**src/verilog/rvv_defs.svh**
```systemverilog
`ifndef RVV_DEFS_SVH
`define RVV_DEFS_SVH

// data path and register file sizes
`define RVV_VLEN            64
`define RVV_NUM_VEC         32
`define RVV_XLEN            32
`define RVV_DW_B            8     // bytes per vector register
`define RVV_INSN_WIDTH      32
`define RVV_MEM_ADDR_WIDTH  32
`define RVV_REG_ADDR_WIDTH  5

// major opcodes
`define RVV_OPC_LD          7'h07
`define RVV_OPC_ST          7'h27
`define RVV_OPC_OP          7'h57

// minor types (funct3 of OP-V)
`define RVV_IVV             3'h0
`define RVV_IVI             3'h3
`define RVV_IVX             3'h4
`define RVV_CFG             3'h7

// funct6 codes
`define RVV_F6_ADD          6'h00
`define RVV_F6_SUB          6'h02
`define RVV_F6_AND          6'h09
`define RVV_F6_OR           6'h0a
`define RVV_F6_XOR          6'h0b

`endif

```
**src/verilog/rvv_scoreboard.sv**
```systemverilog
`timescale 1ns/1ns
`default_nettype none

`include "rvv_defs.svh"

module rvv_scoreboard (
    input  wire                           clk,
    input  wire                           rst_n,
    input  wire                           set_en,    // instruction leaves decode
    input  wire [`RVV_REG_ADDR_WIDTH-1:0] set_addr,
    input  wire                           clr_en,    // write port retires
    input  wire [`RVV_REG_ADDR_WIDTH-1:0] clr_addr,
    input  wire [`RVV_REG_ADDR_WIDTH-1:0] chk1,
    input  wire [`RVV_REG_ADDR_WIDTH-1:0] chk2,
    input  wire                           chk1_en,
    input  wire                           chk2_en,
    output logic                          hazard
);

    logic [`RVV_NUM_VEC-1:0] pend;
    logic [`RVV_NUM_VEC-1:0] set_vec;
    logic [`RVV_NUM_VEC-1:0] clr_vec;
    logic [`RVV_NUM_VEC-1:0] live;

    assign set_vec = set_en ? (`RVV_NUM_VEC'(1) << set_addr) : '0;
    assign clr_vec = clr_en ? (`RVV_NUM_VEC'(1) << clr_addr) : '0;

    // a register written this edge no longer blocks the reader
    assign live   = pend & ~clr_vec;
    assign hazard = (chk1_en & live[chk1]) | (chk2_en & live[chk2]);

    always_ff @(posedge clk) begin
        if (!rst_n) begin
            pend <= '0;
        end else begin
            pend <= live | set_vec;  // a new writer of the same reg keeps it pending
        end
    end

endmodule

`default_nettype wire

```
**config.mk**
```make
export PLATFORM = sky130hd
export DESIGN_NAME = rvv_scoreboard
export DESIGN_NICKNAME = d
export VERILOG_FILES = /design/src/verilog/rvv_scoreboard.sv
export VERILOG_INCLUDE_DIRS = /design/src /design/src/verilog
export SDC_FILE = /design/constraint.sdc
export NUM_CORES = 1
export LEC_CHECK = 0
export BUFFER_PORTS_ARGS = -buffer_cell sky130_fd_sc_hd__buf_2
export CORE_UTILIZATION = 45
export CTS_CLUSTER_DIAMETER = 50
export CTS_CLUSTER_SIZE = 8
export DETAILED_ROUTE_END_ITERATION = 10
export HOLD_SLACK_MARGIN = 0.1
export PLACE_DENSITY = 0.66
export REMOVE_ABC_BUFFERS = 1
export SYNTH_ARGS = -nofsm -noshare
export SYNTH_HDL_FRONTEND = slang
export SYNTH_SLANG_ARGS = --single-unit
```
**constraint.sdc**
```tcl
create_clock -name clk -period 3.9 [get_ports clk]
set_input_delay 0.39 -clock clk [delete_from_list [all_inputs] [get_ports clk]]
set_output_delay 0.39 -clock clk [all_outputs]
set_load 0.01 [all_outputs]
```
==> flow_summary.json <==
{
  "antenna_cells": 0,
  "initial_core_util_pct": 47.0,
  "top_level_ports": 27,
  "synth_edf_count": 0,
  "largest-register": "pend",
  "timing.slew.headroom_pct": 40.2,
  "wl_um": 6910,
  "timing.rr.end": "pend[27]",
  "layout.nets": 310,
  "grt_use_total_pct": 28.2,
  "fin_setup_tns_ns": 0,
  "setup_slack_ns": 1.10,
  "cts_resized": 0,
  "arrival_ns": 2.41,
  "path_clk_slew_ns": 0.07,
  "leakagePower_uw": 0.000755,
  "die-area_mm2": 0.00522,
  "insertion_delay_ns": 0.28,
  "drcViolationCount": 0,
  "core_area_mm2": 0.00472,
  "hp-class": "input pin to register",
  "period_share_pct": 71.7,
  "yosys_warnings": 0,
  "n_fill_cell": 480,
  "cpMostUsedCell": "buf_2",
  "syn2layout_area_growth_pct": 9.35,
  "cts_setup_buffers": 0,
  "place_hpwl_um": 4980,
  "cts_hold_buf": 0,
  "drive_gt1_share_pct": 15.4,
  "core.rowCount": 25,
  "syn_area_mm2": 0.00222,
  "cts_root_buffer": "clkbuf_8",
  "hold_viol_final": 0,
  "cts-htree-levels": 2,
  "grt_max_degree": 33,
  "cts_tree": "yes",
  "yosys_register_bits": 32,
  "cap_violations": 0,
  "top_regs": "pend: 32 flops",
  "grt_pass1_wl_um": 10900,
  "ff2ff_path_depth": 3,
  "pre_cts_slack_ns": 1.11,
  "seq_area_frac_synth_pct": 28.8,
  "rsz0062_at_grt": "no",
  "largest_reg_flops": 32,
  "setup_violations": 0,
  "whs_ns": 0.470,
  "syn_inst": 272,
  "use_met3_pct": 5.97,
  "globalplace.congestion": 0.967,
  "grt_pass1_vias": 2102,
  "antenna_found_initial": 0,
  "worstPathMaxFanout": 10,
  "ff2ff_setup_slack_ns": 3.08,
  "slowest_delay_ns": 0.45,
  "overflow": 0,
  "end_kind": "primary output",
  "final_common_cell": "dfxtp_1",
  "fmax_mhz": 358,
  "ys_types": 49,
  "required_ns": 3.51,
  "critPathBufInv": 2,
  "met2_usage_pct": 43.0,
  "post-route-min-period_ns": 2.80,
  "dpl-instance-area_mm2": 0.00234,
  "drt_iter0_drc": 271,
  "clk_path_buf_depth": 2,
  "fin_area_mm2": 0.00243,
  "slowest_stage": "o21ai_0",
  "portBuffers": 26,
  "hold_end": "pend[3]",
  "async_flop_share_pct": 0,
  "layout_common_cells": "dfxtp_1, o211ai_1, nand2_1",
  "num_vias": 2297,
  "critical_path.top_delay_family": "compound AO/OA/AOI/OAI gates",
  "status": "complete, no violations",
  "ant_nets": 0,
  "final_util_pct": 51.4,
  "met1_usage_pct": 38.7,
  "path_cells": "buf_2, nand4b_1, o21ai_0, mux4_2, nor3_1, a2111oi_2, o22ai_1, buf_2",
  "tightest_slew_ns": 0.895,
  "wire_per_inst_um": 19.6,
  "clkSinkCount": 32,
  "avgSynthCellArea_um2": 8.17,
  "fin_skew_ns": 0,
  "r2r_start": "pend[27]",
  "dr.pass1.iters": 5,
  "finalMaxSlewViolations": 0,
  "die_y_um": 72.3,
  "dieWidth_um": 72.3,
  "cp-start-kind": "input pin",
  "crit_type": "input pin to primary output",
  "min_from": "set_addr[0]",
  "ys.flop_type": "dfxtp_1",
  "vias_per_cell": 6.53,
  "irDropWorstVdd_uv": 177,
  "powerDensity_mw_per_mm2": 298,
  "grt.busiest_layer": "met2",
  "numCtsBuffers": 5,
  "hold_path_depth": 3
}
## per-stage QoR
stage / total power [uW] / instances
global placement: 464 / 344
global route: 756 / 352
CTS: 726 / 352
finish: 724 / 352
detailed placement: 463 / 344
floorplan: 404 / 251
## layer usage
layer / vias to the layer above / wire (um)
met2: 116 / 3070
met3: 25 / 581
met4: 0 / 184
li1: 1068 / -
met5: - / 0
met1: 1088 / 3080
## worst max path at each step
stage / start / endpoint / slack (ns) / cells after the start
finish: clr_addr[1] / hazard / 1.10 / 8
global route: clr_addr[1] / hazard / 0.90 / 8
CTS: clr_addr[1] / hazard / 1.11 / 8
detailed placement: clr_addr[1] / hazard / 1.11 / 8
global placement: clr_addr[3] / hazard / 1.16 / 8
floorplan: clr_addr[2] / hazard / 1.69 / 6
## final cells by class
cell class	instances	area (um2)	area share, %
multi-input cells	210	1450	59.7
flip-flops and latches	32	641	26.4
repair buffers	26	130	5.36
clock buffers	8	90.1	3.71
well taps	67	83.8	3.45
inverters	9	33.8	1.39
## cell usage after synthesis (5+ instances only)
cell type / n / area share (%)
nand2_1: 27 / 4.6
nor2_1: 8 / 1.4
inv_1: 8 / 1.4
o21a_1: 6 / 2.0
dfxtp_1: 32 / 29
clkbuf_1: 13 / 2.2
o21ai_0: 25 / 5.6
o211ai_1: 28 / 9.5
nor2b_1: 12 / 3.4
a21boi_0: 23 / 7.8
buf_2: 5 / 1.1
o2111ai_1: 9 / 3.5
and2_1: 5 / 1.4
## cells by family after synthesis
family,share of synthesized area (%)
compound gates,38.9
buf+inv,5.86
flops,28.8
mux,4.67
simple gates,21.7
## worst register-to-register path: cells and delay by family (launching register included)
family / cells / cell delay (ns)
flops: 1 / 0.33
compound gates: 2 / 0.22
simple gates: 1 / 0.17
## power by group
part           internal [uW]  total, uW  switching [uW]
registers                331        333            1.95
logic                   44.4        127            83.0
clock network            144        264             120
total                    519        724             205
Power figures use the tool's default switching activity.
