--- src/verilog/rvv_defs.svh ---
`ifndef RVV_DEFS_SVH
`define RVV_DEFS_SVH

// data path and register file sizes
`define RVV_VLEN            64
`define RVV_NUM_VEC         32
`define RVV_XLEN            32
`define RVV_DW_B            8     // bytes per vector register
`define RVV_INSN_WIDTH      32
`define RVV_MEM_ADDR_WIDTH  32
`define RVV_REG_ADDR_WIDTH  5

// major opcodes
`define RVV_OPC_LD          7'h07
`define RVV_OPC_ST          7'h27
`define RVV_OPC_OP          7'h57

// minor types (funct3 of OP-V)
`define RVV_IVV             3'h0
`define RVV_IVI             3'h3
`define RVV_IVX             3'h4
`define RVV_CFG             3'h7

// funct6 codes
`define RVV_F6_ADD          6'h00
`define RVV_F6_SUB          6'h02
`define RVV_F6_AND          6'h09
`define RVV_F6_OR           6'h0a
`define RVV_F6_XOR          6'h0b

`endif

--- src/verilog/rvv_pkg.sv ---
`default_nettype none

`include "rvv_defs.svh"

package rvv_pkg;

    typedef enum logic [2:0] {
        CLS_NONE,
        CLS_ALU,
        CLS_LOAD,
        CLS_STORE,
        CLS_CFG
    } insn_class_e;

    typedef enum logic [2:0] {
        FN_ADD,
        FN_SUB,
        FN_AND,
        FN_OR,
        FN_XOR
    } alu_fn_e;

    // where operand 1 comes from
    typedef enum logic [1:0] {
        SRC_VV,
        SRC_VX,
        SRC_VI
    } src_kind_e;

    typedef enum logic [1:0] {
        SEW_8,
        SEW_16,
        SEW_32,
        SEW_64
    } sew_e;

    typedef logic [`RVV_VLEN-1:0] vreg_t;

    typedef struct packed {
        insn_class_e                    cls;
        alu_fn_e                        fn;
        src_kind_e                      kind;
        logic [`RVV_REG_ADDR_WIDTH-1:0] dest;      // vd, or vs3 for a store
        logic [`RVV_REG_ADDR_WIDTH-1:0] src1;      // vs1, rs1 or imm
        logic [`RVV_REG_ADDR_WIDTH-1:0] src2;
        sew_e                           sew;       // vsetvli only
        logic                           rs1_zero;  // vsetvli only
    } dec_insn_t;

    typedef struct packed {
        insn_class_e                    cls;
        alu_fn_e                        fn;
        src_kind_e                      kind;
        logic [`RVV_REG_ADDR_WIDTH-1:0] dest;
        sew_e                           sew;
        vreg_t                          vs1;
        vreg_t                          vs2;       // store data for a store
        logic [`RVV_XLEN-1:0]           scalar;
        logic [`RVV_DW_B-1:0]           be;
    } exec_req_t;

endpackage

`default_nettype wire

--- src/verilog/rvv_mem_port.sv ---
`timescale 1ns/1ns
`default_nettype none

`include "rvv_defs.svh"

module rvv_mem_port (
    input  wire                             clk,
    input  wire                             rst_n,
    input  rvv_pkg::exec_req_t              req,
    input  wire  [`RVV_MEM_ADDR_WIDTH-1:0]  addr,
    input  rvv_pkg::vreg_t                  mem_port_in,
    input  wire                             mem_port_valid_in,
    output logic                            mem_port_ready_out,
    output rvv_pkg::vreg_t                  mem_port_out,
    output logic [`RVV_MEM_ADDR_WIDTH-1:0]  mem_port_addr_out,
    output logic                            mem_port_valid_out,
    output logic                            ld_done,
    output rvv_pkg::vreg_t                  ld_data
);

    logic                           is_load;
    logic                           is_store;
    logic [`RVV_MEM_ADDR_WIDTH-1:0] st_addr_q;

    assign is_load  = (req.cls == rvv_pkg::CLS_LOAD);
    assign is_store = (req.cls == rvv_pkg::CLS_STORE);

    // a load right behind a store waits out the store pulse
    assign mem_port_ready_out = is_load & ~mem_port_valid_out;
    assign ld_done            = mem_port_ready_out & mem_port_valid_in;
    assign ld_data            = mem_port_in;
    assign mem_port_addr_out  = mem_port_valid_out ? st_addr_q : addr;

    always_ff @(posedge clk) begin
        if (!rst_n) begin
            mem_port_valid_out <= 1'b0;
        end else begin
            mem_port_valid_out <= is_store;  // one cycle, exec never holds a store
        end
    end

    always_ff @(posedge clk) begin
        if (is_store) begin
            mem_port_out <= req.vs2;  // vs3 was read on port 2
            st_addr_q    <= addr;
        end
    end

endmodule

`default_nettype wire

--- config.mk ---
export PLATFORM = sky130hd
export DESIGN_NAME = rvv_mem_port
export DESIGN_NICKNAME = d
export VERILOG_FILES = /design/src/verilog/rvv_pkg.sv /design/src/verilog/rvv_mem_port.sv
export VERILOG_INCLUDE_DIRS = /design/src /design/src/verilog
export SDC_FILE = /design/constraint.sdc
export NUM_CORES = 1
export LEC_CHECK = 0
export BUFFER_PORTS_ARGS = -buffer_cell sky130_fd_sc_hd__clkbuf_2
export CORE_AREA = 3 3 172 174
export DETAILED_ROUTE_END_ITERATION = 12
export DIE_AREA = 0 0 175 177
export PLACE_DENSITY = 0.42
export SYNTH_ARGS = -nofsm -noshare
export SYNTH_HDL_FRONTEND = slang
export SYNTH_SLANG_ARGS = --single-unit
export TNS_END_PERCENT = 50
--- constraint.sdc ---
create_clock -name clk -period 4.5 [get_ports clk]
set_input_delay 0.9 -clock clk [delete_from_list [all_inputs] [get_ports clk]]
set_output_delay 0.9 -clock clk [all_outputs]
set_load 0.02 [all_outputs]
==> out/qor.yml <==
outcome: "completed"
ys_seq_area_frac: 0.7356
area_delta_synth_final_pct: 32.15
antenna_found_initial: 4
powerDensity_nw_per_um2: 389.4
synthCells: 201
cts-buffers-inserted: 9
synthXorXnorAreaFrac: 0
numPortBuffers: 200
synth_fa_ha_area_frac: 0
cts_setup_buffers: 0
vias: 2184
pin_count: 445
gp_congestion: 0.7079
synth-simple-area-share: 0.01141
post_cts_resized: 0
cts_tree: "done"
relSlewSlack: 0.2385
netlist.area_leader.share: 0.7305
synth_compound_area_frac: 0
wl_um: 9949
drt-pass1-iter-count: 5
synth_cell_types: 9
place_ws_ps: 1769
p_leak_nw: 2.110
period_needed_ps: 2928
die_h_um: 177
avgSynthCellArea_um2: 19.63
grt_pass1_wl_um: 14600
start_util: 0.1413
antennaDiodeCount: 0
pwr-share-comb: 0.099
ys_seq_elements: 97
ant_nets: 0
post-route-util: 0.1867
viasPerCell: 2.996
dp.cells: 713
synth.cell_area_um2: 3946
worstPathArrival_ps: 2030
drv_cap: 0
grt_usage: 0.06392
crit_type: "flip-flop to output pin"
power.switching_uw: 508.9
root_buffer: "clkbuf_16"
ys_warn_count: 0
dieArea_um2: 30980
drive_gt1_frac: 0.7208
hold_viol: 0
rsz0062_at_grt: "false"
routedWlPerCell_um: 13.65
clock-sinks: 97
grt_pass1_vias: 2425
rows: 61
worstPathMaxFanout: 34
drtIter0Drc: 47
drc: 0
fin_crit_sh: 0.6506
slew_violations: 0
synth_area_leader_cell: "edfxtp_1"
fin_setup_tns_ps: 0
worstMarginPinSlew_ps: 1142
power_frac_seq: 0.520
synthTopCellsByArea: "edfxtp_1 73%, buf_4 12%, mux2_4 11%"
clk_pin_slew_worst_paths_ps: 80
synth_top_family_by_area: "buffers and inverters"
ctsHoldBuffers: 0
fill_cells: 3061
core_area_um2: 27930
p_sw_frac: 0.2506
p_clk_frac: 0.381
cts_max_level: 3
grt.overflow.total: 0
ir_drop_v: 0.0001329
cts_buffer_depth: 2
die_x_um: 175
synth.mux.area_fraction: 0.1198
syn_nets: 483
setup_viol: 0
layout.cells.non_filler: 729
max_freq_ghz: 0.3416
final_common_cell: "clkbuf_2"
mostFrequentLayoutCells: "200 x clkbuf_2, 96 x edfxtp_1, 30 x mux2_4"
hold_path_class: "input port to flip-flop"
grt_max_degree: 42
cp-start-kind: "flip-flop"
whs_ps: 723.4
end_kind: "output pin"
final_nets: 628
required_ps: 3600
setup_slack_ps: 1572
p_int_mw: 1.522
==> sequential cells by signal, indices dropped and copies added, names as in the netlist <==
| name | cells |
|---|---|
| mem_port_out | 64 |
| st_addr_q | 32 |
| mem_port_valid_out | 1 |
==> cells in the mapped netlist (all sizes together) <==
cell	instances
edfxtp	96
buf	68
mux2	32
and2	2
and3b	1
dfxtp	1
nor4b	1
==> power groups by stage <==
stage	logic [mW]	registers [mW]	clock network [mW]
6_report	0.202	1.06	0.773
4_1_cts	0.207	1.06	0.830
3_5_place_dp	0.208	1.08	0
3_3_place_gp	0.205	1.08	0
2_1_floorplan	0.155	1.11	0
5_1_grt	0.218	1.06	0.871
==> area by class of cell <==
type	count	area [um2]	area share
clock buffer	9	225.2	0.04319
sequential	97	2904	0.5569
timing repair buffer	202	1016	0.1948
clock inverter	7	75.07	0.01440
tap	378	473.0	0.09069
multi-input combinational	36	521.8	0.1000
==> worst max-delay path, cell delays in order (launching register included) <==
cell	delay (ps)
dfxtp_2	1090
mux2_2	430
clkbuf_2	160
==> cells by family after synthesis <==
logic type,count (synthesis)
DFF,97
buffers and inverters,68
muxes,32
and+or+nand+nor,4
==> layer usage <==
layer,wire (um),track usage,part of all wire
met5,54,0,0.0054
met4,266,0.02992,0.027
met3,1399,0.04440,0.14
met2,4442,0.09554,0.45
met1,3786,0.06911,0.38
==> per-stage QoR <==
step	power, mW	instance area, um2
2_1_floorplan	1.264	3946
5_1_grt	2.150	5215
6_report	2.031	5215
3_3_place_gp	1.281	4915
4_1_cts	2.094	5215
3_5_place_dp	1.285	4915
==> final timing paths <==
path	start	endpoint	slack (ps)	cells past startpoint
worst max-delay path	mem_port_valid_out	mem_port_addr_out[24]	1570	2
worst min-delay path	req[63]	mem_port_out[23]	720	1
Note: power is estimated with default switching activity, not from simulation.
