### src/verilog/rvv_defs.svh
`ifndef RVV_DEFS_SVH
`define RVV_DEFS_SVH

// data path and register file sizes
`define RVV_VLEN            64
`define RVV_NUM_VEC         32
`define RVV_XLEN            32
`define RVV_DW_B            8     // bytes per vector register
`define RVV_INSN_WIDTH      32
`define RVV_MEM_ADDR_WIDTH  32
`define RVV_REG_ADDR_WIDTH  5

// major opcodes
`define RVV_OPC_LD          7'h07
`define RVV_OPC_ST          7'h27
`define RVV_OPC_OP          7'h57

// minor types (funct3 of OP-V)
`define RVV_IVV             3'h0
`define RVV_IVI             3'h3
`define RVV_IVX             3'h4
`define RVV_CFG             3'h7

// funct6 codes
`define RVV_F6_ADD          6'h00
`define RVV_F6_SUB          6'h02
`define RVV_F6_AND          6'h09
`define RVV_F6_OR           6'h0a
`define RVV_F6_XOR          6'h0b

`endif

### src/verilog/rvv_pkg.sv
`default_nettype none

`include "rvv_defs.svh"

package rvv_pkg;

    typedef enum logic [2:0] {
        CLS_NONE,
        CLS_ALU,
        CLS_LOAD,
        CLS_STORE,
        CLS_CFG
    } insn_class_e;

    typedef enum logic [2:0] {
        FN_ADD,
        FN_SUB,
        FN_AND,
        FN_OR,
        FN_XOR
    } alu_fn_e;

    // where operand 1 comes from
    typedef enum logic [1:0] {
        SRC_VV,
        SRC_VX,
        SRC_VI
    } src_kind_e;

    typedef enum logic [1:0] {
        SEW_8,
        SEW_16,
        SEW_32,
        SEW_64
    } sew_e;

    typedef logic [`RVV_VLEN-1:0] vreg_t;

    typedef struct packed {
        insn_class_e                    cls;
        alu_fn_e                        fn;
        src_kind_e                      kind;
        logic [`RVV_REG_ADDR_WIDTH-1:0] dest;      // vd, or vs3 for a store
        logic [`RVV_REG_ADDR_WIDTH-1:0] src1;      // vs1, rs1 or imm
        logic [`RVV_REG_ADDR_WIDTH-1:0] src2;
        sew_e                           sew;       // vsetvli only
        logic                           rs1_zero;  // vsetvli only
    } dec_insn_t;

    typedef struct packed {
        insn_class_e                    cls;
        alu_fn_e                        fn;
        src_kind_e                      kind;
        logic [`RVV_REG_ADDR_WIDTH-1:0] dest;
        sew_e                           sew;
        vreg_t                          vs1;
        vreg_t                          vs2;       // store data for a store
        logic [`RVV_XLEN-1:0]           scalar;
        logic [`RVV_DW_B-1:0]           be;
    } exec_req_t;

endpackage

`default_nettype wire

### src/verilog/rvv_cfg_unit.sv
`timescale 1ns/1ns
`default_nettype none

`include "rvv_defs.svh"

module rvv_cfg_unit (
    input  wire                    clk,
    input  wire                    rst_n,
    input  wire                    cfg_en,
    input  rvv_pkg::sew_e          new_sew,
    input  wire  [`RVV_XLEN-1:0]   avl,
    input  wire                    avl_max,   // rs1 field was x0
    output rvv_pkg::sew_e          sew,
    output logic [`RVV_XLEN-1:0]   vl,
    output logic [`RVV_DW_B-1:0]   vl_be
);

    logic [`RVV_XLEN-1:0] vlmax;

    // elements per register at the requested SEW
    assign vlmax = `RVV_XLEN'(`RVV_DW_B) >> new_sew;

    always_ff @(posedge clk) begin
        if (!rst_n) begin
            sew <= rvv_pkg::SEW_8;
            vl  <= '0;
        end else if (cfg_en) begin
            sew <= new_sew;
            vl  <= (avl_max || avl > vlmax) ? vlmax : avl;
        end
    end

    // byte i belongs to element i >> sew
    always_comb begin
        for (int i = 0; i < `RVV_DW_B; i++) begin
            vl_be[i] = (`RVV_XLEN'(i >> sew) < vl);
        end
    end

endmodule

`default_nettype wire

### config.mk
export PLATFORM = sky130hd
export DESIGN_NAME = rvv_cfg_unit
export DESIGN_NICKNAME = d
export VERILOG_FILES = /design/src/verilog/rvv_pkg.sv /design/src/verilog/rvv_cfg_unit.sv
export VERILOG_INCLUDE_DIRS = /design/src /design/src/verilog
export SDC_FILE = /design/constraint.sdc
export NUM_CORES = 1
export LEC_CHECK = 0
export BUFFER_PORTS_ARGS = -buffer_cell sky130_fd_sc_hd__buf_2
export CAP_MARGIN = 30
export CORE_UTILIZATION = 48
export DETAILED_ROUTE_END_ITERATION = 7
export PLACE_DENSITY_LB_ADDON = 0.05
export SETUP_SLACK_MARGIN = 0.15
export SLEW_MARGIN = 20
export SYNTH_ARGS = -nofsm -noshare
export SYNTH_HDL_FRONTEND = slang
export SYNTH_SLANG_ARGS = --single-unit
### constraint.sdc
create_clock -name clk -period 4.5 [get_ports clk]
set_input_delay 0.9 -clock clk [delete_from_list [all_inputs] [get_ports clk]]
set_output_delay 0.9 -clock clk [all_outputs]
set_load 0.005 [all_outputs]
==> metrics.md <==
| Metric | Value |
|---|---|
| Area grow syn2layout | `34.23%` |
| Clk slew on worst S/H paths | `0.11 ns` |
| Finished Core Util | `67.50%` |
| FF/Latch Area | `680.7 sq um` |
| Highest clock rate | `around 340 MHz` |
| Number of buffers created by CTS | `5` |
| CP Max Fanout | `6` |
| DR pass1 iterations | `4` |
| CP arrival | `around 2.0 ns` |
| CTS tree | `done` |
| Overall routing resource usage | `22.04%` |
| Overflow after GRT | `0` |
| Layout Skew | `0 ns` |
| RSZ-0062 raised after global routing | `no` |
| Initial drt markers | `49` |
| Layout cell share with drive strength beyond 1 | `between 30% and 40%` |
| Largest net degree at the start of global routing | `33` |
| Die footprint | `3429 sq um` |
| Vias/cell | `5.248` |
| Synth area leaders | `dfxtp_1 44%, and3_1 11%, ha_1 9.8%` |
| Area after DPL | `roughly 2000 sq um` |
| Hold_buf cts | `0` |
| Hold Path Class | `register to register` |
| Post-synthesis sequential area ratio | `44.34%` |
| Max IR drop VDD | `199.6 uV` |
| Final Cell Area | `2061 sq um` |
| DRC | `0` |
| Yosys cell types | `27` |
| Antenna cells | `0` |
| Multi-input logic area | `789.5 sq um` |
| Root buffer cell | `clkbuf_4` |
| Slew HR | `a little over half` |
| Initial antenna violation count | `0` |
| Post-Syn Area per Cell | `9.193 sq um` |
| Synth Warn # | `0` |
| Met3 WL | `187 um` |
| Core Box Area | `3053 sq um` |
| Die span in y | `about 59 um` |
| Met2 WL | `1.827 mm` |
| Vias in the first global route | `1404` |
| Gpl congestion | `0.8128` |
| IO Pins | `80` |
| Port Buf Inserts | `slightly below 80` |
| Setup TNS | `0 ns` |
| Post-CTS Setup Inserts | `0` |
| Placement row count | `20` |
| Vias post-DR | `1522` |
| Power per cell area | `326.5 nW/um^2` |
| Final hold vios | `0` |
| Metal-1 WL | `1.573 mm` |
| HPWL Detailed | `2.810 mm` |
| Cells after Synth | `167` |
| Clock buffer depth | `2` |
| Cells after DPL | `between 200 and 300` |
| Starting Density | `50.29%` |
| Layout Nets | `just under 300` |
| Syn_nets | `between 200 and 250` |
| Die extent in x | `~59 um` |
| Fin crit share | `64.94%` |
| Status | `finished, final reports clean` |
| WS Path Type | `register to output pin` |
| Slew Limit Fails | `0` |
| Top sig layer | `met4` |
| Tmin final | `between 2 and 3 ns` |
| Final setup violation count | `0` |
| Post-route ant nets | `0` |
| Max cap viols | `0` |
| LEAKAGE | `1.132 nW` |
| Global-route wire length before repair | `5.809 mm` |
| Setup crit end kind | `output pin` |
| Post-Route WL | `3.618 mm` |
| Final Instance Count excl. Fillers | `290` |
| Drt wl/cell | `12.48 um` |
| Cts repair resizes | `0` |
| Worst-skew pair later-pin latency | `0.32 ns` |
| Synth top area share | `44.34%` |
| Worst slew pin tran | `0.6795 ns` |
| Filler cell count | `273` |
| Area leader, netlist | `dfxtp_1` |
| Clk sink count | `34` |
| Mapped Area | `1535 sq um` |
| H-Tree Level Count | `2` |
| Worst EP required | `3.60 ns` |
| Post-synthesis register bit count | `34` |
| Critical path startpoint category | `register` |
## cells by family (layout without fill, tap and decap cells)
logic type	Yosys count	after routing	synth area share (%)
adder cells (fa/ha/maj)	12	12	9.780
AND/OR/NAND/NOR	71	71	26.98
flip-flops	34	34	44.34
buffers and inverters	17	96	4.238
multiplexers	4	4	2.608
AO/OA/AOI/OAI	29	29	12.06
## where the power goes
part           internal [mW]  total (mW)  switching (mW)
Sequential             0.303       0.306         0.00299
Clock                  0.174       0.279           0.105
Combinational         0.0419      0.0874          0.0455
## through the flow
stage | total power, mW | setup WS, ns | hold WS (ns)
2_1_floorplan | 0.3616 | 2.105 | 0.4907
3_3_place_gp | 0.3953 | 2.034 | 0.4800
3_5_place_dp | 0.4002 | 1.931 | 0.4899
4_1_cts | 0.6775 | 1.557 | 0.5049
5_1_grt | 0.7031 | 1.439 | 0.5341
6_report | 0.6728 | 1.578 | 0.5039
## sequential cells by signal, indices dropped and copies added, names as in the netlist
name,count
vl,32
sew,2
## worst paths after layout
check	start	end	slack, ns	depth (start not counted)
setup / recovery	sew[1]	vl_be[5]	1.58	7
hold / removal	vl[31]	vl[31]	0.50	1
setup reg to reg	vl[0]	vl[0]	3.39	4
hold reg to reg	vl[31]	vl[31]	0.50	1
## Yosys cell counts
| cell type | number |
|---|---|
| a21boi_0 | 3 |
| a21o_2 | 1 |
| a21oi_1 | 6 |
| a221oi_1 | 2 |
| a311oi_1 | 4 |
| and2_1 | 1 |
| and3_1 | 28 |
| clkbuf_1 | 7 |
| clkbuf_2 | 1 |
| dfxtp_1 | 34 |
| ha_1 | 12 |
| inv_1 | 9 |
| mux2i_1 | 4 |
| nand2_1 | 4 |
| nand2b_1 | 3 |
| nand3_1 | 2 |
| nand4_1 | 5 |
| nor2_1 | 7 |
| nor2_4 | 1 |
| nor2b_1 | 3 |
| nor3_1 | 4 |
| nor4_1 | 12 |
| o211ai_1 | 1 |
| o21a_1 | 1 |
| o21ai_0 | 10 |
| o22ai_1 | 1 |
| or2_2 | 1 |
## routing by layer
layer | vias up | GRT usage [%]
met5 | - | 0
met4 | 0 | 6.122
met3 | 4 | 5.714
met2 | 54 | 40.23
met1 | 695 | 25.38
li1 | 769 | -
## layout by cell type, fill, tap and decap left out, types with 5 or more instances in the layout
cell type and instances:
buf_2 79, a21oi_1 6, o21ai_0 10, nor2_1 7, clkbuf_4 5, ha_1 12, nand4_1 5, and3_1 28
nor4_1 12, dfxtp_1 34, inv_1 9
## final cells by class
| class | count | area share, % |
|---|---|---|
| clock inverter | 3 | 3.339 |
| multi-input combinational | 116 | 38.31 |
| clock buffer | 5 | 1.821 |
| sequential | 34 | 33.03 |
| timing repair buffer | 79 | 19.19 |
| inverter | 9 | 1.639 |
| tap | 44 | 2.672 |
## critical path: stages, from the launching register on
cell	delay, ns
dfxtp_1	0.45
inv_1	0.11
ha_1	0.21
ha_1	0.30
a21oi_1	0.19
a21boi_0	0.13
o21ai_0	0.17
buf_2	0.14
Power figures use the tool's default switching activity.
