### src/verilog/rvv_defs.svh
`ifndef RVV_DEFS_SVH
`define RVV_DEFS_SVH

// data path and register file sizes
`define RVV_VLEN            64
`define RVV_NUM_VEC         32
`define RVV_XLEN            32
`define RVV_DW_B            8     // bytes per vector register
`define RVV_INSN_WIDTH      32
`define RVV_MEM_ADDR_WIDTH  32
`define RVV_REG_ADDR_WIDTH  5

// major opcodes
`define RVV_OPC_LD          7'h07
`define RVV_OPC_ST          7'h27
`define RVV_OPC_OP          7'h57

// minor types (funct3 of OP-V)
`define RVV_IVV             3'h0
`define RVV_IVI             3'h3
`define RVV_IVX             3'h4
`define RVV_CFG             3'h7

// funct6 codes
`define RVV_F6_ADD          6'h00
`define RVV_F6_SUB          6'h02
`define RVV_F6_AND          6'h09
`define RVV_F6_OR           6'h0a
`define RVV_F6_XOR          6'h0b

`endif

### src/verilog/rvv_pkg.sv
`default_nettype none

`include "rvv_defs.svh"

package rvv_pkg;

    typedef enum logic [2:0] {
        CLS_NONE,
        CLS_ALU,
        CLS_LOAD,
        CLS_STORE,
        CLS_CFG
    } insn_class_e;

    typedef enum logic [2:0] {
        FN_ADD,
        FN_SUB,
        FN_AND,
        FN_OR,
        FN_XOR
    } alu_fn_e;

    // where operand 1 comes from
    typedef enum logic [1:0] {
        SRC_VV,
        SRC_VX,
        SRC_VI
    } src_kind_e;

    typedef enum logic [1:0] {
        SEW_8,
        SEW_16,
        SEW_32,
        SEW_64
    } sew_e;

    typedef logic [`RVV_VLEN-1:0] vreg_t;

    typedef struct packed {
        insn_class_e                    cls;
        alu_fn_e                        fn;
        src_kind_e                      kind;
        logic [`RVV_REG_ADDR_WIDTH-1:0] dest;      // vd, or vs3 for a store
        logic [`RVV_REG_ADDR_WIDTH-1:0] src1;      // vs1, rs1 or imm
        logic [`RVV_REG_ADDR_WIDTH-1:0] src2;
        sew_e                           sew;       // vsetvli only
        logic                           rs1_zero;  // vsetvli only
    } dec_insn_t;

    typedef struct packed {
        insn_class_e                    cls;
        alu_fn_e                        fn;
        src_kind_e                      kind;
        logic [`RVV_REG_ADDR_WIDTH-1:0] dest;
        sew_e                           sew;
        vreg_t                          vs1;
        vreg_t                          vs2;       // store data for a store
        logic [`RVV_XLEN-1:0]           scalar;
        logic [`RVV_DW_B-1:0]           be;
    } exec_req_t;

endpackage

`default_nettype wire

### src/verilog/rvv_alu.sv
`timescale 1ns/1ns
`default_nettype none

`include "rvv_defs.svh"

module rvv_alu (
    input  rvv_pkg::exec_req_t req,
    output rvv_pkg::vreg_t     result
);

    rvv_pkg::vreg_t op1;
    rvv_pkg::vreg_t sum;
    logic [2:0]     elem_mask;  // byte index bits inside one element
    logic           is_sub;

    assign is_sub    = (req.fn == rvv_pkg::FN_SUB);
    assign elem_mask = 3'((3'd1 << req.sew) - 3'd1);

    // operand 1: vs1, or the scalar replicated at SEW
    always_comb begin
        if (req.kind == rvv_pkg::SRC_VV) begin
            op1 = req.vs1;
        end else begin
            case (req.sew)
                rvv_pkg::SEW_8:  op1 = {`RVV_DW_B{req.scalar[7:0]}};
                rvv_pkg::SEW_16: op1 = {(`RVV_DW_B/2){req.scalar[15:0]}};
                rvv_pkg::SEW_32: op1 = {(`RVV_DW_B/4){req.scalar[31:0]}};
                default:         op1 = {{(`RVV_VLEN-`RVV_XLEN){req.scalar[`RVV_XLEN-1]}},
                                        req.scalar};
            endcase
        end
    end

    // byte-serial carry chain, cut at every element boundary
    always_comb begin : addsub
        logic [8:0] part;
        logic [7:0] rhs;
        logic       carry;
        carry = 1'b0;
        for (int b = 0; b < `RVV_DW_B; b++) begin
            if ((3'(b) & elem_mask) == 3'd0) begin
                carry = is_sub;  // +1 of the two's complement
            end
            rhs  = is_sub ? ~op1[b*8 +: 8] : op1[b*8 +: 8];
            part = {1'b0, req.vs2[b*8 +: 8]} + {1'b0, rhs} + {8'd0, carry};
            sum[b*8 +: 8] = part[7:0];
            carry = part[8];
        end
    end

    always_comb begin
        case (req.fn)
            rvv_pkg::FN_AND: result = req.vs2 & op1;
            rvv_pkg::FN_OR:  result = req.vs2 | op1;
            rvv_pkg::FN_XOR: result = req.vs2 ^ op1;
            default:         result = sum;  // add, and vs2 - op1
        endcase
    end

endmodule

`default_nettype wire

### config.mk
export PLATFORM = sky130hd
export DESIGN_NAME = rvv_alu
export DESIGN_NICKNAME = d
export VERILOG_FILES = /design/src/verilog/rvv_pkg.sv /design/src/verilog/rvv_alu.sv
export VERILOG_INCLUDE_DIRS = /design/src /design/src/verilog
export SDC_FILE = /design/constraint.sdc
export NUM_CORES = 1
export LEC_CHECK = 0
export ABC_AREA = 1
export BUFFER_PORTS_ARGS = -buffer_cell sky130_fd_sc_hd__buf_2
export CAP_MARGIN = 5
export CORE_ASPECT_RATIO = 1.1
export CORE_UTILIZATION = 55
export DETAILED_ROUTE_END_ITERATION = 7
export GPL_ROUTABILITY_DRIVEN = 0
export PLACE_DENSITY = 0.84
export SLEW_MARGIN = 0
export SYNTH_ARGS = -nofsm -noshare
export SYNTH_HDL_FRONTEND = slang
export SYNTH_SLANG_ARGS = --single-unit
### constraint.sdc
create_clock -name vclk -period 28.8
set_input_delay 1.44 -clock vclk [all_inputs]
set_output_delay 1.44 -clock vclk [all_outputs]
set_load 0.02 [all_outputs]
==> results.txt <==
The run finished with clean final reports. In the final layout, the share of cells above drive strength 1 is 23.0%. The transition time at the pin with the least slew margin came out at 0.855 ns.

The area growth from synthesis to layout is 13.4%. The cell that appears most often on the critical path is sky130_fd_sc_hd__nand2_1. The portion of synthesized cell area occupied by the leading cell type is 27.0%. Broken down by cell family, the worst path's largest delay share belongs to adder cells. Across the whole layout, storage elements account for 0 sq um. After detailed routing, the met2 layer carries 12.9 mm of wire. Summing the areas of all fa, ha and maj instances in the mapped netlist gives between 30% and 40% of the synthesized area. The initial antenna violation count is 8.

The leftover overflow at the end of global routing came out at 0. The min-delay analysis places its worst path in the category in -> out. The portion of total power attributed to the clock network came out at 0%. In this run the power density over the cells is 28.6 mW/mm^2. The worst setup path is launched from an input pin. The dominant combinational cell family by area after synthesis is adder cells.

In this run the top signal layer used is met5. The initial core utilization came out at 56.4%. Once detail routing completed, the nets flagged for antenna violations numbered 0. After detailed routing, the average wire length per cell comes to 15.9 microns. The cell leakage power is 5.73 nW. The count of flip-flops and latches is 0. The part of the Yosys area used for sequential elements came out at 0%. The synthesized instance count is ~1.3k.

The final count of hold timing violations came to 0. The worst setup path is captured at a primary output. The via count of the first global-routing pass was 8904. Summing the areas of all and, or, nand and nor instances in the mapped netlist gives roughly 29% of the synthesized area. In this run, post-CTS repair resized a total of 0 instances. The highest ir drop seen on vdd came out at around 0.014 mV.

The total buffers and inverters traversed by the critical path is 4. The total of max-cap violations is 0. In the synthesized netlist, mux cells make up 0% of the area. The core utilization of the finished layout came out at 63.9%. In this run the tightest slew margin relative to its limit is 43.0%. The synthesized netlist devotes 8.30% of its cell area to XOR and XNOR gates. For this block, wires on met1 add up to 10.8 mm. By area the synthesized netlist is led by sky130_fd_sc_hd__ha_1, sky130_fd_sc_hd__nand2_1, sky130_fd_sc_hd__inv_1, sky130_fd_sc_hd__xor2_1, sky130_fd_sc_hd__a221oi_1.

The number of nets produced by synthesis came out at 1682. The total setup violations reported at the end of the flow is 0. The total met3 wirelength after detailed routing is 1.88 mm. The combined area of all synthesized cells came out at 0.00849 sq mm. The critical path required time came out at ~27 ns. On the worst path, the slowest cell contributes a delay of 0.55 ns. The dominant cell by count in the synthesized netlist is sky130_fd_sc_hd__nand2_1.

Summed over all instances, the cell type with the most area after synthesis is sky130_fd_sc_hd__ha_1. The minimum clock period after layout came out at 17.58 ns. The signal arrival time at the worst endpoint is 16.14 ns. The floorplan step defined a die boundary enclosing 0.0159 sq mm. After the last flow step, the layout net total stands at 1871. The non-filler instance count after layout is about 1.7k. The top fanout value on the critical path came out at 49. The combinational power share is 100.0%. After detailed routing, the number of vias per cell comes to 5.62. The number of optimization iterations in the first detailed-route pass is 8. The height of the chip is ~130 microns. The die is 120 microns wide. After layout, the worst path uses 61.0% of the clock period. The post-CTS setup buffer count is 0.

During placement, the flow inserted port buffers numbering 231. For this block, the initial DRC count from the detailed router was 680. The maximum number of pins on one net before global-route repair came out at 65. The sequential fraction of design power is 0%. The largest individual stage delay along the critical path comes from the cell sky130_fd_sc_hd__buf_4. The boundary pin count came out at 247.

For this design the total switching power over the nets is 173 uW. The distinct cell type count after synthesis is 49. The synthesized netlist devotes a little under a fifth of its cell area to compound gates.

The internal portion of the total power is 103 uW. The max-slew violation total from the final report came to 0. The placeable core area is approximately 0.015 sq mm.

The synthesized area divided by synthesized cell count is 6.52 sq um. The upper clock frequency limit is 56.9 MHz. Net switching is 62.8% of the power. The global-route usage over all layers is 32.7%. After legalization and detailed placement, the total HPWL measured roughly 21 mm. The setup TNS after final layout came out at 0 ns.

The remaining routing DRC violations came out at 0. The number of warning messages in the yosys log came out at 0. The number of buffers added to fix hold violations after cts is 0.

The layout has 0 clock buffers. The first-pass GRT wire length is 42.2 mm. The floorplan has 47 rows. Ranked by instance count, the synthesized netlist is headed by sky130_fd_sc_hd__nand2_1, sky130_fd_sc_hd__inv_1, sky130_fd_sc_hd__ha_1. Counting tap cells, the placed design contains a total of 1684 instances. The type of the setup path with the least slack is in -> out. Setup repair after global routing left no endpoint under its margin. The count of vias placed by the detailed router is 9506. The final wirelength came out at 26.9 mm.
## routing by layer
| metal | track usage [%] | up-vias |
|---|---|---|
| met4 | 15.0 | 2 |
| li1 | - | 4618 |
| met5 | 0 | - |
| met2 | 57.9 | 431 |
| met3 | 3.20 | 85 |
| met1 | 39.3 | 4370 |
## per-stage QoR
| stage | instance area, sq um | setup WS (ns) | hold WS, ns | power [mW] |
|---|---|---|---|---|
| 2_1_floorplan | 8490 | 13.86 | 3.18 | 0.196 |
| 3_3_place_gp | 9610 | 11.63 | 3.35 | 0.265 |
| 3_5_place_dp | 9610 | 11.39 | 3.36 | 0.273 |
| 4_1_cts | 9610 | 11.34 | 3.36 | 0.274 |
| 5_1_grt | 9620 | 10.31 | 3.42 | 0.306 |
| 6_report | 9630 | 11.22 | 3.37 | 0.275 |
## power groups by stage
stage	clock network [mW]	registers (mW)	logic, mW
final	0.0000000326	0	0.275
after global routing	0.0000000279	0	0.306
after CTS	0	0	0.274
after detailed placement	0	0	0.273
after global placement	0	0	0.265
after floorplan	0	0	0.196
## placed cells by master, fill, tap and decap left out, drive strengths merged
cell type and count:
o21bai 1, clkinv 1, o221ai 1, fa 15, and3 2, a22oi 4
diode 7, xnor2 8, o21ai 80, a221oi 50, nand2 327, nor2 115
o211ai 17, or2 26, buf 237, inv 216, nand3b 10, a21oi 45
a31oi 1, nand3 37, ha 183, a21o 2, nor3 10, o2111ai 17
o21a 6, xor2 69, nand4 8
## worst min-delay path: cells and delay by family
kind	cells	cell delay [ns]
buffers and inverters	2	0.26
AO/OA/AOI/OAI	1	0.06
AND/OR/NAND/NOR	3	0.16
## final cells by class
cell class                      instances  area [sq um]
Timing Repair Buffer                  237          1200
Antenna cell                            7          17.5
Fill cell                            1425          5430
Inverter                              217           830
Multi-Input combinational cell       1034          7330
Tap cell                              196           245
## path summary, 6_finish.rpt
kind | start | endpoint | slack [ns] | depth (start not counted)
hold / removal | req[40] | result[0] | 3.37 | 6
setup / recovery | req[176] | result[62] | 11.22 | 78
## logic make-up (layout without fill, tap and decap cells)
group | after synthesis | in the layout
simple gates | 535 | 535
buf+inv | 267 | 454
compound gates | 224 | 224
fa+ha+maj | 198 | 198
xor+xnor | 77 | 77
other cells | 0 | 7
Note: power is estimated with default switching activity, not from simulation.
