## src/verilog/rvv_defs.svh

```systemverilog
`ifndef RVV_DEFS_SVH
`define RVV_DEFS_SVH

// data path and register file sizes
`define RVV_VLEN            64
`define RVV_NUM_VEC         32
`define RVV_XLEN            32
`define RVV_DW_B            8     // bytes per vector register
`define RVV_INSN_WIDTH      32
`define RVV_MEM_ADDR_WIDTH  32
`define RVV_REG_ADDR_WIDTH  5

// major opcodes
`define RVV_OPC_LD          7'h07
`define RVV_OPC_ST          7'h27
`define RVV_OPC_OP          7'h57

// minor types (funct3 of OP-V)
`define RVV_IVV             3'h0
`define RVV_IVI             3'h3
`define RVV_IVX             3'h4
`define RVV_CFG             3'h7

// funct6 codes
`define RVV_F6_ADD          6'h00
`define RVV_F6_SUB          6'h02
`define RVV_F6_AND          6'h09
`define RVV_F6_OR           6'h0a
`define RVV_F6_XOR          6'h0b

`endif

```

## src/verilog/rvv_pkg.sv

```systemverilog
`default_nettype none

`include "rvv_defs.svh"

package rvv_pkg;

    typedef enum logic [2:0] {
        CLS_NONE,
        CLS_ALU,
        CLS_LOAD,
        CLS_STORE,
        CLS_CFG
    } insn_class_e;

    typedef enum logic [2:0] {
        FN_ADD,
        FN_SUB,
        FN_AND,
        FN_OR,
        FN_XOR
    } alu_fn_e;

    // where operand 1 comes from
    typedef enum logic [1:0] {
        SRC_VV,
        SRC_VX,
        SRC_VI
    } src_kind_e;

    typedef enum logic [1:0] {
        SEW_8,
        SEW_16,
        SEW_32,
        SEW_64
    } sew_e;

    typedef logic [`RVV_VLEN-1:0] vreg_t;

    typedef struct packed {
        insn_class_e                    cls;
        alu_fn_e                        fn;
        src_kind_e                      kind;
        logic [`RVV_REG_ADDR_WIDTH-1:0] dest;      // vd, or vs3 for a store
        logic [`RVV_REG_ADDR_WIDTH-1:0] src1;      // vs1, rs1 or imm
        logic [`RVV_REG_ADDR_WIDTH-1:0] src2;
        sew_e                           sew;       // vsetvli only
        logic                           rs1_zero;  // vsetvli only
    } dec_insn_t;

    typedef struct packed {
        insn_class_e                    cls;
        alu_fn_e                        fn;
        src_kind_e                      kind;
        logic [`RVV_REG_ADDR_WIDTH-1:0] dest;
        sew_e                           sew;
        vreg_t                          vs1;
        vreg_t                          vs2;       // store data for a store
        logic [`RVV_XLEN-1:0]           scalar;
        logic [`RVV_DW_B-1:0]           be;
    } exec_req_t;

endpackage

`default_nettype wire

```

## src/verilog/rvv_decoder.sv

```systemverilog
`timescale 1ns/1ns
`default_nettype none

`include "rvv_defs.svh"

module rvv_decoder (
    input  wire  [`RVV_INSN_WIDTH-1:0] insn,
    output rvv_pkg::dec_insn_t         dec
);

    logic [6:0] opcode;
    logic [2:0] funct3;
    logic [5:0] funct6;
    logic       unit_whole;  // unit stride, single field

    assign opcode     = insn[6:0];
    assign funct3     = insn[14:12];
    assign funct6     = insn[31:26];
    assign unit_whole = (insn[31:29] == 3'd0) && (insn[27:26] == 2'd0);

    always_comb begin
        dec          = '0;
        dec.dest     = insn[11:7];
        dec.src1     = insn[19:15];
        dec.src2     = insn[24:20];
        dec.sew      = rvv_pkg::sew_e'(insn[24:23]);  // vsew field of vtype
        dec.rs1_zero = (insn[19:15] == 5'd0);

        case (opcode)
            `RVV_OPC_LD: if (unit_whole) dec.cls = rvv_pkg::CLS_LOAD;
            `RVV_OPC_ST: if (unit_whole) dec.cls = rvv_pkg::CLS_STORE;
            `RVV_OPC_OP: begin
                case (funct3)
                    `RVV_IVV: dec.kind = rvv_pkg::SRC_VV;
                    `RVV_IVX: dec.kind = rvv_pkg::SRC_VX;
                    default:  dec.kind = rvv_pkg::SRC_VI;
                endcase
                if (funct3 == `RVV_CFG) begin
                    if (!insn[31]) dec.cls = rvv_pkg::CLS_CFG;  // vsetvli only
                end else if (funct3 == `RVV_IVV || funct3 == `RVV_IVX ||
                             funct3 == `RVV_IVI) begin
                    dec.cls = rvv_pkg::CLS_ALU;
                    case (funct6)
                        `RVV_F6_ADD: dec.fn = rvv_pkg::FN_ADD;
                        `RVV_F6_SUB: dec.fn = rvv_pkg::FN_SUB;
                        `RVV_F6_AND: dec.fn = rvv_pkg::FN_AND;
                        `RVV_F6_OR:  dec.fn = rvv_pkg::FN_OR;
                        `RVV_F6_XOR: dec.fn = rvv_pkg::FN_XOR;
                        default:     dec.cls = rvv_pkg::CLS_NONE;  // retires as no-op
                    endcase
                end
            end
            default: dec.cls = rvv_pkg::CLS_NONE;
        endcase
    end

endmodule

`default_nettype wire

```

## config.mk

```make
export PLATFORM = sky130hd
export DESIGN_NAME = rvv_decoder
export DESIGN_NICKNAME = d
export VERILOG_FILES = /design/src/verilog/rvv_pkg.sv /design/src/verilog/rvv_decoder.sv
export VERILOG_INCLUDE_DIRS = /design/src /design/src/verilog
export SDC_FILE = /design/constraint.sdc
export NUM_CORES = 1
export LEC_CHECK = 0
export ABC_AREA = 1
export ABC_CLOCK_PERIOD_IN_PS = 1100
export BUFFER_PORTS_ARGS = -buffer_cell sky130_fd_sc_hd__buf_2
export CORE_AREA = 8 8 45 47
export DETAILED_ROUTE_END_ITERATION = 12
export DIE_AREA = 0 0 53 55
export GPL_TIMING_DRIVEN = 0
export PLACE_DENSITY = 0.8
export SLEW_MARGIN = 25
export SYNTH_ARGS = -nofsm -noshare
export SYNTH_HDL_FRONTEND = slang
export SYNTH_SLANG_ARGS = --single-unit
```

## constraint.sdc

```tcl
create_clock -name vclk -period 1.1
set_input_delay 0.22 -clock vclk [all_inputs]
set_output_delay 0.22 -clock vclk [all_outputs]
set_load 0.02 [all_outputs]
```

==> results by stage, run 1 <==
GRT:
- The overall track demand over capacity in global routing is between 10% and 20%.
- The wire length of the first global-routing pass is roughly 2400 um.
- The via count of the first global-routing pass is ~560.
- The initial antenna violation count is 0.
- The total congestion overflow after global routing is 0.
- The maximum number of pins on one net before global-route repair is 6.

Synthesis:
- The total of warnings raised by yosys is 0.
- Averaged over all synthesized cells, the footprint is 6.119 um2.
- The area of the mapped netlist is approximately 390 um2.
- The post-synth net total is 96.
- Yosys instantiated no cell more often than sky130_fd_sc_hd__buf_4.
- In this run, distinct cell masters in the synthesized netlist total 17.
- The share of synthesized area in the top cell type comes to roughly a third.
- Synthesis handed over a netlist of 64 instances.
- The share of synthesized area occupied by flip-flops and latches is 0%.
- By area the synthesized netlist is led by sky130_fd_sc_hd__buf_4 33%, sky130_fd_sc_hd__nor2_1 9.6%, sky130_fd_sc_hd__inv_1 8.6%, sky130_fd_sc_hd__nand3_1 7.7%, sky130_fd_sc_hd__nand2_1 5.8%.
- After synthesis, the most frequently instantiated cells are 17 x sky130_fd_sc_hd__buf_4, 10 x sky130_fd_sc_hd__nor2_1, 9 x sky130_fd_sc_hd__inv_1, 6 x sky130_fd_sc_hd__nand2_1, 6 x sky130_fd_sc_hd__nand3_1.
- sky130_fd_sc_hd__buf_4 takes more of the synthesized area than any other cell.

Timing:
- Across all setup checks in the final design, the least slack found is -145.6 ps.
- Setup violations remaining at the end of the flow were counted as 8.
- Summed over all failing endpoints, the final setup total negative slack is -873.4 ps.
- For the pin with the worst max-slew slack, the measured transition is between 150 and 200 ps.
- After layout, the minimum clock period comes to ~1200 ps.
- The highest achievable clock rate is 802.8 MHz.
- The number of max-slew violations in the final report is 0.
- Setup repair after global routing could not meet its margin everywhere.
- The remaining max-slew budget at the tightest pin is between 80 and 90%.
- After layout, the worst path uses 113.2% of the clock period.
- The total count of hold-check failures in the final report is 0.

Placement:
- The pre-CTS setup slack is -214.4 ps.
- At the end of routability-driven placement, the weighted congestion stood at approximately 0.77.
- The port buffer count is 47.
- The HPWL reported at the end of detailed placement is around 1300 um.

Critical path:
- Of all nets on the critical path, the largest fanout is 3.
- The critical path in this run is classified as in2out.
- The worst setup path is captured at an output port.
- The type of element launching the critical path is an input pin.
- The required time of the critical path is 880 ps.
- Data arrives at the worst endpoint at 1030 ps.

Detailed routing:
- After detailed routing, the total wire length is 1802 um.
- The vias after detailed routing is ~580.
- The final routed DRC violation total is 0.
- The final routed wire length divided by cell count is approximately 14 um.
- The iteration-0 DRC count of the detailed router is 6.
- The count of nets left with antenna violations once routing finished came out at 0.
- The first detailed-routing pass ran for 4 iterations.
- Dividing the detail-routed via count by the number of cells gives between 4 and 5.

Power:
- In this run the power density over the cells is roughly 320 nW/um2.
- The static leakage is 0.0004895 uW.
- The maximum resistive drop on vdd is 0.0001489 V.

Floorplan:
- The die is between 50 and 60 um tall.
- The boundary pin count is 58.
- The starting utilization of the core area is between 20% and 30%.
- In this run the core area contains 14 standard-cell rows.
- The core region is approximately 1400 um2.
- The width of the chip is between 50 and 60 um.
- The die covers between 2000 and 3000 um2.

Layout:
- The total number of nets in the final design is ~150.
- Registers take 0 um2.
- From synthesis to final layout, the design area changed by 128.1%.
- The number of antenna repair diodes is 0.
- Counting the fill cells in the layout gives 122.
- The clock buffers instantiated in the layout total 0.
- The final layout contains a sequential cell count of 0.
- The footprint of the multi-input gates is roughly 330 um2.
- The fraction of final layout cells with drive strength greater than 1 is between 80% and 90%.

Worst hold path:
- The worst min-delay path class is in2out.
- The worst-case hold path end point is dec[17].
- Counting instances, the worst hold path has a depth of 2.
- The hold path startpoint is insn[11].

Clock tree:
- The number of hold buffers added after cts is 0.

Run status:
- The flow ran to the end, but the final reports show violations.
- The final reports fail on setup timing.

Flow run:
- The number of max-capacitance violations reported is 0.
==> cells in the final DEF, fill, tap and decap left out, types with 2 or more instances in the layout <==
master / n
sky130_fd_sc_hd__buf_2: 30
sky130_fd_sc_hd__buf_4: 24
sky130_fd_sc_hd__buf_6: 15
sky130_fd_sc_hd__inv_1: 5
sky130_fd_sc_hd__nor2_2: 5
sky130_fd_sc_hd__nand2_2: 5
sky130_fd_sc_hd__nor2_4: 4
sky130_fd_sc_hd__nor2_1: 4
sky130_fd_sc_hd__inv_2: 4
sky130_fd_sc_hd__nand3_2: 3
sky130_fd_sc_hd__nand3_1: 3
sky130_fd_sc_hd__nand2_1: 2
sky130_fd_sc_hd__nor3_4: 2
sky130_fd_sc_hd__nor3b_2: 2
==> where the power goes <==
| group | internal, uW | switching (uW) |
|---|---|---|
| Combinational | 146 | 139 |
| Sequential | 0 | 0 |
| Clock | 0 | 0 |
| Total | 146 | 139 |
==> worst max-delay path by stage <==
stage | end | slack, ps | cells past startpoint | startpoint
after global placement | dec[23] | -200 | 7 | insn[31]
after floorplan | dec[24] | -90 | 3 | insn[30]
after detailed placement | dec[23] | -210 | 7 | insn[31]
final | dec[22] | -150 | 6 | insn[13]
after CTS | dec[22] | -140 | 6 | insn[13]
after global routing | dec[24] | -190 | 5 | insn[31]
==> metrics by stage <==
step	utilization, %	area [um2]	hold slack, ps	power, uW	std cells
final	64.56	893.4	658.5	285.1	133
after global routing	64.56	893.4	663.9	305.4	133
after CTS	59.95	829.5	661.0	259.8	131
after detailed placement	48.73	674.4	661.0	221.4	127
after global placement	48.73	674.4	661.4	217.3	127
after floorplan	-	419.2	474.9	136.3	64
==> cell type report <==
cell class / count / share of cell area [%]
Buffer: 17 / 14.29
Inverter: 9 / 3.782
Multi-Input combinational cell: 38 / 36.41
Tap cell: 16 / 2.241
Timing Repair Buffer: 53 / 43.28
==> kinds of logic after synthesis <==
logic type             after synthesis  share of synthesized area (%)
AND/OR/NAND/NOR                     36                          54.63
buffers and inverters               26                          41.21
AO/OA/AOI/OAI                        2                          4.154
==> timing repair <==
item,in CTS,in global routing
pin swaps,8,7
cloned,0,0
setup buffers,4,2
setup endpoints to repair,8,9
resized for setup,34,14
==> per-layer routing <==
metal	GRT usage, %	vias to the layer above	share of wire, %
li1	-	291	-
met1	10.41	250	33
met2	21.68	37	52
met3	2.941	0	15
met4	0	0	0
met5	0	-	0
==> worst max-delay path: stages <==
cell and delay (ps):
sky130_fd_sc_hd__buf_6 90, sky130_fd_sc_hd__or2_4 260, sky130_fd_sc_hd__o21ai_4 90, sky130_fd_sc_hd__nand2_2 100
sky130_fd_sc_hd__nor3_4 120, sky130_fd_sc_hd__buf_6 140
Power figures use the tool's default switching activity.
==> run 2: changes to the inputs <==
SETUP_SLACK_MARGIN = 0.05   (was not set)
==> results by stage, run 2 (synthesis results as in run 1) <==
Run status:
- The flow ran to the end, but the final reports show violations.
- The final reports fail on setup timing.

Floorplan:
- The starting utilization of the core area is ~28%.
- The floorplan step defined a core boundary enclosing 1384 um2.
- The width of the chip is 53 um.
- The die covers approximately 2900 um2.
- The boundary pin count is 58.
- The number of rows created at floorplan is 14.
- The die is between 50 and 60 um tall.

Power:
- The maximum resistive drop on vdd is 0.0002070 V.
- The power per unit of standard cell area is 314.9 nW/um2.
- In this run the static leakage power is around 0.00050 uW.
- The design draws between 200 and 300 uW.

Critical path:
- The total buffers and inverters traversed by the critical path is 2.
- By startpoint and endpoint, the worst setup path is classified as in2out.
- The slowest stage of the critical path is the sky130_fd_sc_hd__nor2_4 cell.
- The required time of the critical path is between 800 and 900 ps.
- Of all nets on the critical path, the largest fanout is 4.
- The most numerous cell type found on the critical path is sky130_fd_sc_hd__buf_6.
- The endpoint arrival time on the critical path is between 1000 and 1500 ps.
- STA classifies the critical path startpoint as an input pin.
- The critical path runs through a total of 6 cells.
- The family with the most delay on the worst path is simple AND/OR/NAND/NOR gates.
- The worst setup path is captured at an output port.
- The signal on the critical path passes through buf_6 > nand3b_4 > nor2_4 > nand2_4 > nor3_4 > buf_6.
- The largest incremental delay on the critical path is 220 ps.

Detailed routing:
- The routed metal-1 wire length is between 400 and 500 um.
- Summed over all nets, wire length on met3 after detailed routing comes to a little under 200 um.
- Detailed routing placed a total of 1022 um of wire on met2.
- The highest routed metal layer is met3.
- The routed layout has 580 vias.
- The detailed-routing iteration count for the pre-antenna-repair pass is 2.
- The final routed wire length divided by cell count is between 10 and 15 um.
- The number of nets with antenna violations after routing is 0.
- The iteration-0 DRC count of the detailed router is 6.
- The final routed DRC violation total is 0.
- Summed over all layers, the routed wires come to 1669 um.
- The per-cell via count in the routed design is approximately 4.4.

Placement:
- At the end of routability-driven placement, the weighted congestion stood at between 0.7 and 0.8.
- The pre-CTS setup slack is -243.3 ps.
- Summed over all nets, the half-perimeter wirelength after detailed placement is between 1000 and 1500 um.
- The number of placed instances, taps included, is roughly 130.
- The port buffer count is between 40 and 50.

GRT:
- The overall track demand over capacity in global routing is between 10% and 20%.
- Entering global routing, the biggest net connects 6 pins.
- The via count of the first global-routing pass is approximately 640.
- The total congestion overflow after global routing is 0.
- The initial antenna violation count was 0.
- The wire length of the first global-routing pass is between 2000 and 3000 um.

Timing:
- The number of max-slew violations in the final report was 0.
- The highest achievable clock rate is slightly below 800 MHz.
- After layout, the worst setup slack is -172.2 ps.
- The total count of hold-check failures in the final report is 0.
- The number of setup violations in the final report is 8.
- The transition time of the tightest slew-check pin is between 200 and 300 ps.
- The remaining max-slew budget at the tightest pin is 80.85%.
- The share of the clock period used by the worst path is 115.7%.
- Setup repair after global routing could not meet its margin everywhere.
- For the finished layout, the period the worst path requires is roughly 1300 ps.

Flow run:
- Max-cap violations in this run came to 0.

Layout:
- The fraction of final layout cells with drive strength greater than 1 is roughly 88%.
- In the layout the commonest cells are 32 x sky130_fd_sc_hd__buf_2, 24 x sky130_fd_sc_hd__buf_4, 10 x sky130_fd_sc_hd__buf_6.
- The growth of design area from synthesis to finish is 129.7%.
- The sequential cell area is 0 um2.
- The final layout contains 149 nets.
- The flip-flop and latch count is 0.
- The final core utilization is about two thirds.
- 0 antenna diodes ended up in the layout.
- The library cell used most frequently in the layout, excluding fill and tap cells, is sky130_fd_sc_hd__buf_2.
- The count of cells in the finished layout, fillers not included, comes to between 100 and 150.
- The layout has 0 clock buffers.

Worst hold path:
- The tightest min-delay check is of the in2out type.
- The worst hold path stage count is 2.
-- run 2: path summary, 6_finish.rpt --
kind	to	slack, ps	startpoint
setup / recovery	dec[22]	-170	insn[5]
hold / removal	dec[13]	660	insn[7]
-- run 2: where the power goes --
part / switching, uW / leakage [uW] / total (uW) / internal (uW)
clock network: 0 / 0 / 0 / 0
registers: 0 / 0 / 0 / 0
logic: 143 / 0.000504 / 283 / 140
total: 143 / 0.000504 / 283 / 140
-- run 2: area by class of cell --
class / count / area, um2
fillers: 124 / 484.2
multi-input cells: 38 / 360.3
repair buffers: 51 / 355.3
plain buffers: 17 / 127.6
inverters: 9 / 36.28
well taps: 16 / 20.02
-- run 2: repair_timing --
action	4_1_cts	5_1_grt
resized for setup	29	17
pin swaps	13	7
endpoints found under the setup margin	9	9
hold buffers	0	0
buffers inserted	4	0
-- run 2: per-layer routing --
layer	global-route usage, %	vias to the layer above
li1	-	289
met1	10.12	263
met2	24.22	28
met3	3.209	0
met4	0	0
met5	0	-
-- run 2: through the flow --
step | setup TNS, ps | cell area (um2) | hold slack (ps)
floorplan | -15.88 | 450.4 | 471.8
global placement | -1267 | 705.7 | 661.1
detailed placement | -1389 | 705.7 | 661.0
CTS | -1004 | 835.8 | 660.8
global route | -1440 | 899.6 | 665.4
finish | -1091 | 899.6 | 658.5
==> run 3: changes to the inputs <==
ABC_AREA = not set   (was 1)
PLACE_DENSITY = 0.76   (was 0.8)
==> results by stage, run 3 <==
Run status:
- The run finished, with violations left.
- The final reports fail on setup timing.

Critical path:
- Data on the critical path is required at its endpoint by 880 ps.
- The largest fanout on the critical path is 3.
- The type of element launching the critical path is an input pin.
- The worst setup path is captured at an output port.
- For the worst setup path, the data arrival time is about 1300 ps.
- The category of the critical setup timing path is in2out.

Worst hold path:
- Along the worst hold path, the cell count comes to 2.
- The worst-case hold path end point is dec[16].
- The worst min-delay path class is in2out.
- The worst hold path begins at insn[10].

Timing:
- The total count of hold-check failures in the final report is 0.
- The share of the clock period used by the worst path is 140.3%.
- The highest achievable clock rate is approximately 650 MHz.
- Setup slack on the critical path of the routed design comes to -442.9 ps.
- On the final layout, the worst hold slack is 658.7 ps.
- The worst path in the final design needs a cycle of between 1500 and 2000 ps, including I/O delays and setup.
- Setup repair after global routing could not meet its margin everywhere.
- The number of max-slew violations in the final report is 0.
- Setup violations remaining at the end of the flow were counted as 9.
- The transition time of the tightest slew-check pin is 289.0 ps.
- The worst pin sits at a relative slew slack of around four fifths.

Detailed routing:
- The final routed wire length divided by cell count is between 10 and 15 um.
- The number of nets with antenna violations after routing is 0.
- In this run, the number of DRC markers left after iteration 0 of detailed routing was 7.
- The vias after detailed routing is about 490.
- Before antenna repair, the detailed router went through 3 iterations.
- The overall routed net length is 1457 um.
- The per-cell via count in the routed design is between 4 and 5.
- After detailed routing, the number of remaining DRC violations is 0.

Power:
- The logic gate share of total power is 100.0%.
- In this run the static leakage power is roughly 0.00042 uW.
- Of the total power, registers draw 0%.
- The net switching power of the design is 111.6 uW.
- The power per unit of standard cell area is between 300 and 400 nW/um2.
- Cell internal power was estimated by the tool at around 130 uW.
- Across the VDD grid, the largest voltage drop is approximately 0.00012 V.
- The switching share of total power is between 40% and 50%.
- The share of total power in the clock network is 0%.
- Total power for the finished layout comes to between 200 and 250 uW.

Flow run:
- Max-cap violations in this run came to 0.

Layout:
- The leading cell type in the layout, fill and taps excluded is sky130_fd_sc_hd__buf_2.
- Across the whole layout, storage elements account for 0 um2.
- The total number of nets in the final design is between 100 and 150.
- The clock buffers instantiated in the layout total 0.
- Compared with the post-synthesis result, the final layout area differs by 121.6%.
- Of the cells placed in the final design, the portion with a size suffix greater than 1 is between 80% and 90%.
- The final layout contains a sequential cell count of 0.
- In the layout the commonest cells are 33 x sky130_fd_sc_hd__buf_2, 21 x sky130_fd_sc_hd__buf_4, 13 x sky130_fd_sc_hd__buf_6.
- The number of antenna repair diodes is 0.

Synthesis:
- By count the netlist is led by 17 x sky130_fd_sc_hd__buf_4, 6 x sky130_fd_sc_hd__nor2_1, 3 x sky130_fd_sc_hd__and3_1, 3 x sky130_fd_sc_hd__nor3_1.
- The post-synth net total is 76.
- Sequential elements use 0% of the synthesized area.
- Yosys attributes the largest share of cell area to sky130_fd_sc_hd__buf_4 37%, sky130_fd_sc_hd__a2111oi_4 8.1%, sky130_fd_sc_hd__nand4b_4 7.0%, sky130_fd_sc_hd__nor2_1 6.6%, sky130_fd_sc_hd__and3_1 5.5%.
- The count of different cell masters after synthesis is 17.
- The cell count after synthesis came out at 44.
- The largest area contributor in the netlist is sky130_fd_sc_hd__buf_4.
- After synthesis the cells add up to ~340 um2.
- The top cell type by area accounts for 37.36% of the synthesized area.
- The average cell area after synthesis is between 7 and 8 um2.
- In the post-synthesis netlist, the cell with the most instances is sky130_fd_sc_hd__buf_4.
- The total of warnings raised by yosys is 0.

Floorplan:
- The number of rows created at floorplan is 14.
- The area inside the core boundary is ~1400 um2.
- The die boundary height is ~55 um.
- The area of the die is slightly below 3000 um2.
- Once the floorplan was initialized, standard cells occupied around 25% of the core.
- The width of the chip is 53 um.
- 58 I/O pins were placed.

GRT:
- The initial antenna violation count is 0.
- The via count of the first global-routing pass is 530.
- Global routing used 8.883% of the available tracks across all layers.
- The first global-routing pass estimated between 2000 and 2500 um of wire.
- The maximum number of pins on one net before global-route repair is 6.
- After global routing the overflow that remains totals 0.

Clock tree:
- Buffers inserted to repair hold after CTS numbered 0.

Placement:
- The final weighted congestion in routability-driven placement is around 0.72.
- The HPWL reported at the end of detailed placement is ~1200 um.
- The port buffer count is 47.
## run 3: through the flow
| stage | setup TNS [ps] | util [%] | setup WS, ps | instances | area [um2] |
|---|---|---|---|---|---|
| 2_1_floorplan | -831.4 | - | -227.0 | 44 | 375.4 |
| 3_3_place_gp | -2587 | 45.57 | -480.3 | 107 | 630.6 |
| 3_5_place_dp | -2730 | 45.57 | -495.4 | 107 | 630.6 |
| 4_1_cts | -2613 | 53.89 | -454.9 | 111 | 745.7 |
| 5_1_grt | -3145 | 54.70 | -517.8 | 111 | 757.0 |
| 6_report | -2705 | 54.70 | -442.9 | 111 | 757.0 |
## run 3: worst max-delay path by stage
stage	cells past startpoint	to	from	slack, ps
after floorplan	3	dec[22]	insn[28]	-230
after global placement	5	dec[22]	insn[14]	-480
after detailed placement	5	dec[22]	insn[14]	-500
after CTS	5	dec[22]	insn[12]	-450
after global routing	5	dec[22]	insn[12]	-520
final	5	dec[22]	insn[12]	-440
## run 3: what timing repair did
item,in CTS,in global routing
buffers inserted,4,1
gates resized for setup,21,3
pin swaps,7,3
setup endpoints to repair,9,9
## run 3: power groups by stage
stage               logic (uW)  registers, uW  clock network (uW)
finish                     243              0                   0
global route               260              0                   0
CTS                        240              0                   0
detailed placement         213              0                   0
global placement           209              0                   0
floorplan                  124              0                   0
## run 3: layout make-up
class	instances	area (um2)
multi-input combinational	27	252.7
fill	145	626.9
timing repair buffer	51	356.6
tap	16	20.02
buffer	17	127.6
## run 3: critical path, stage by stage
cell                        delay (ps)
sky130_fd_sc_hd__buf_8              90
sky130_fd_sc_hd__or2_4             250
sky130_fd_sc_hd__a2111oi_4         380
sky130_fd_sc_hd__and4_4            270
sky130_fd_sc_hd__buf_6             110
## run 3: logic make-up after synthesis
group	after synthesis	share of synthesized area (%)
buf+inv	17	37.36
xor+xnor	1	2.565
simple gates	23	46.15
mux	1	2.931
compound gates	2	10.99
## run 3: routing by layer
layer	share of wire, %	global-route usage, %	wire, um	vias up
met2	54	18.95	794	32
met3	14	3.209	207	0
met5	0	0	0	-
li1	-	-	-	245
met1	31	8.145	455	217
met4	0	0	0	0
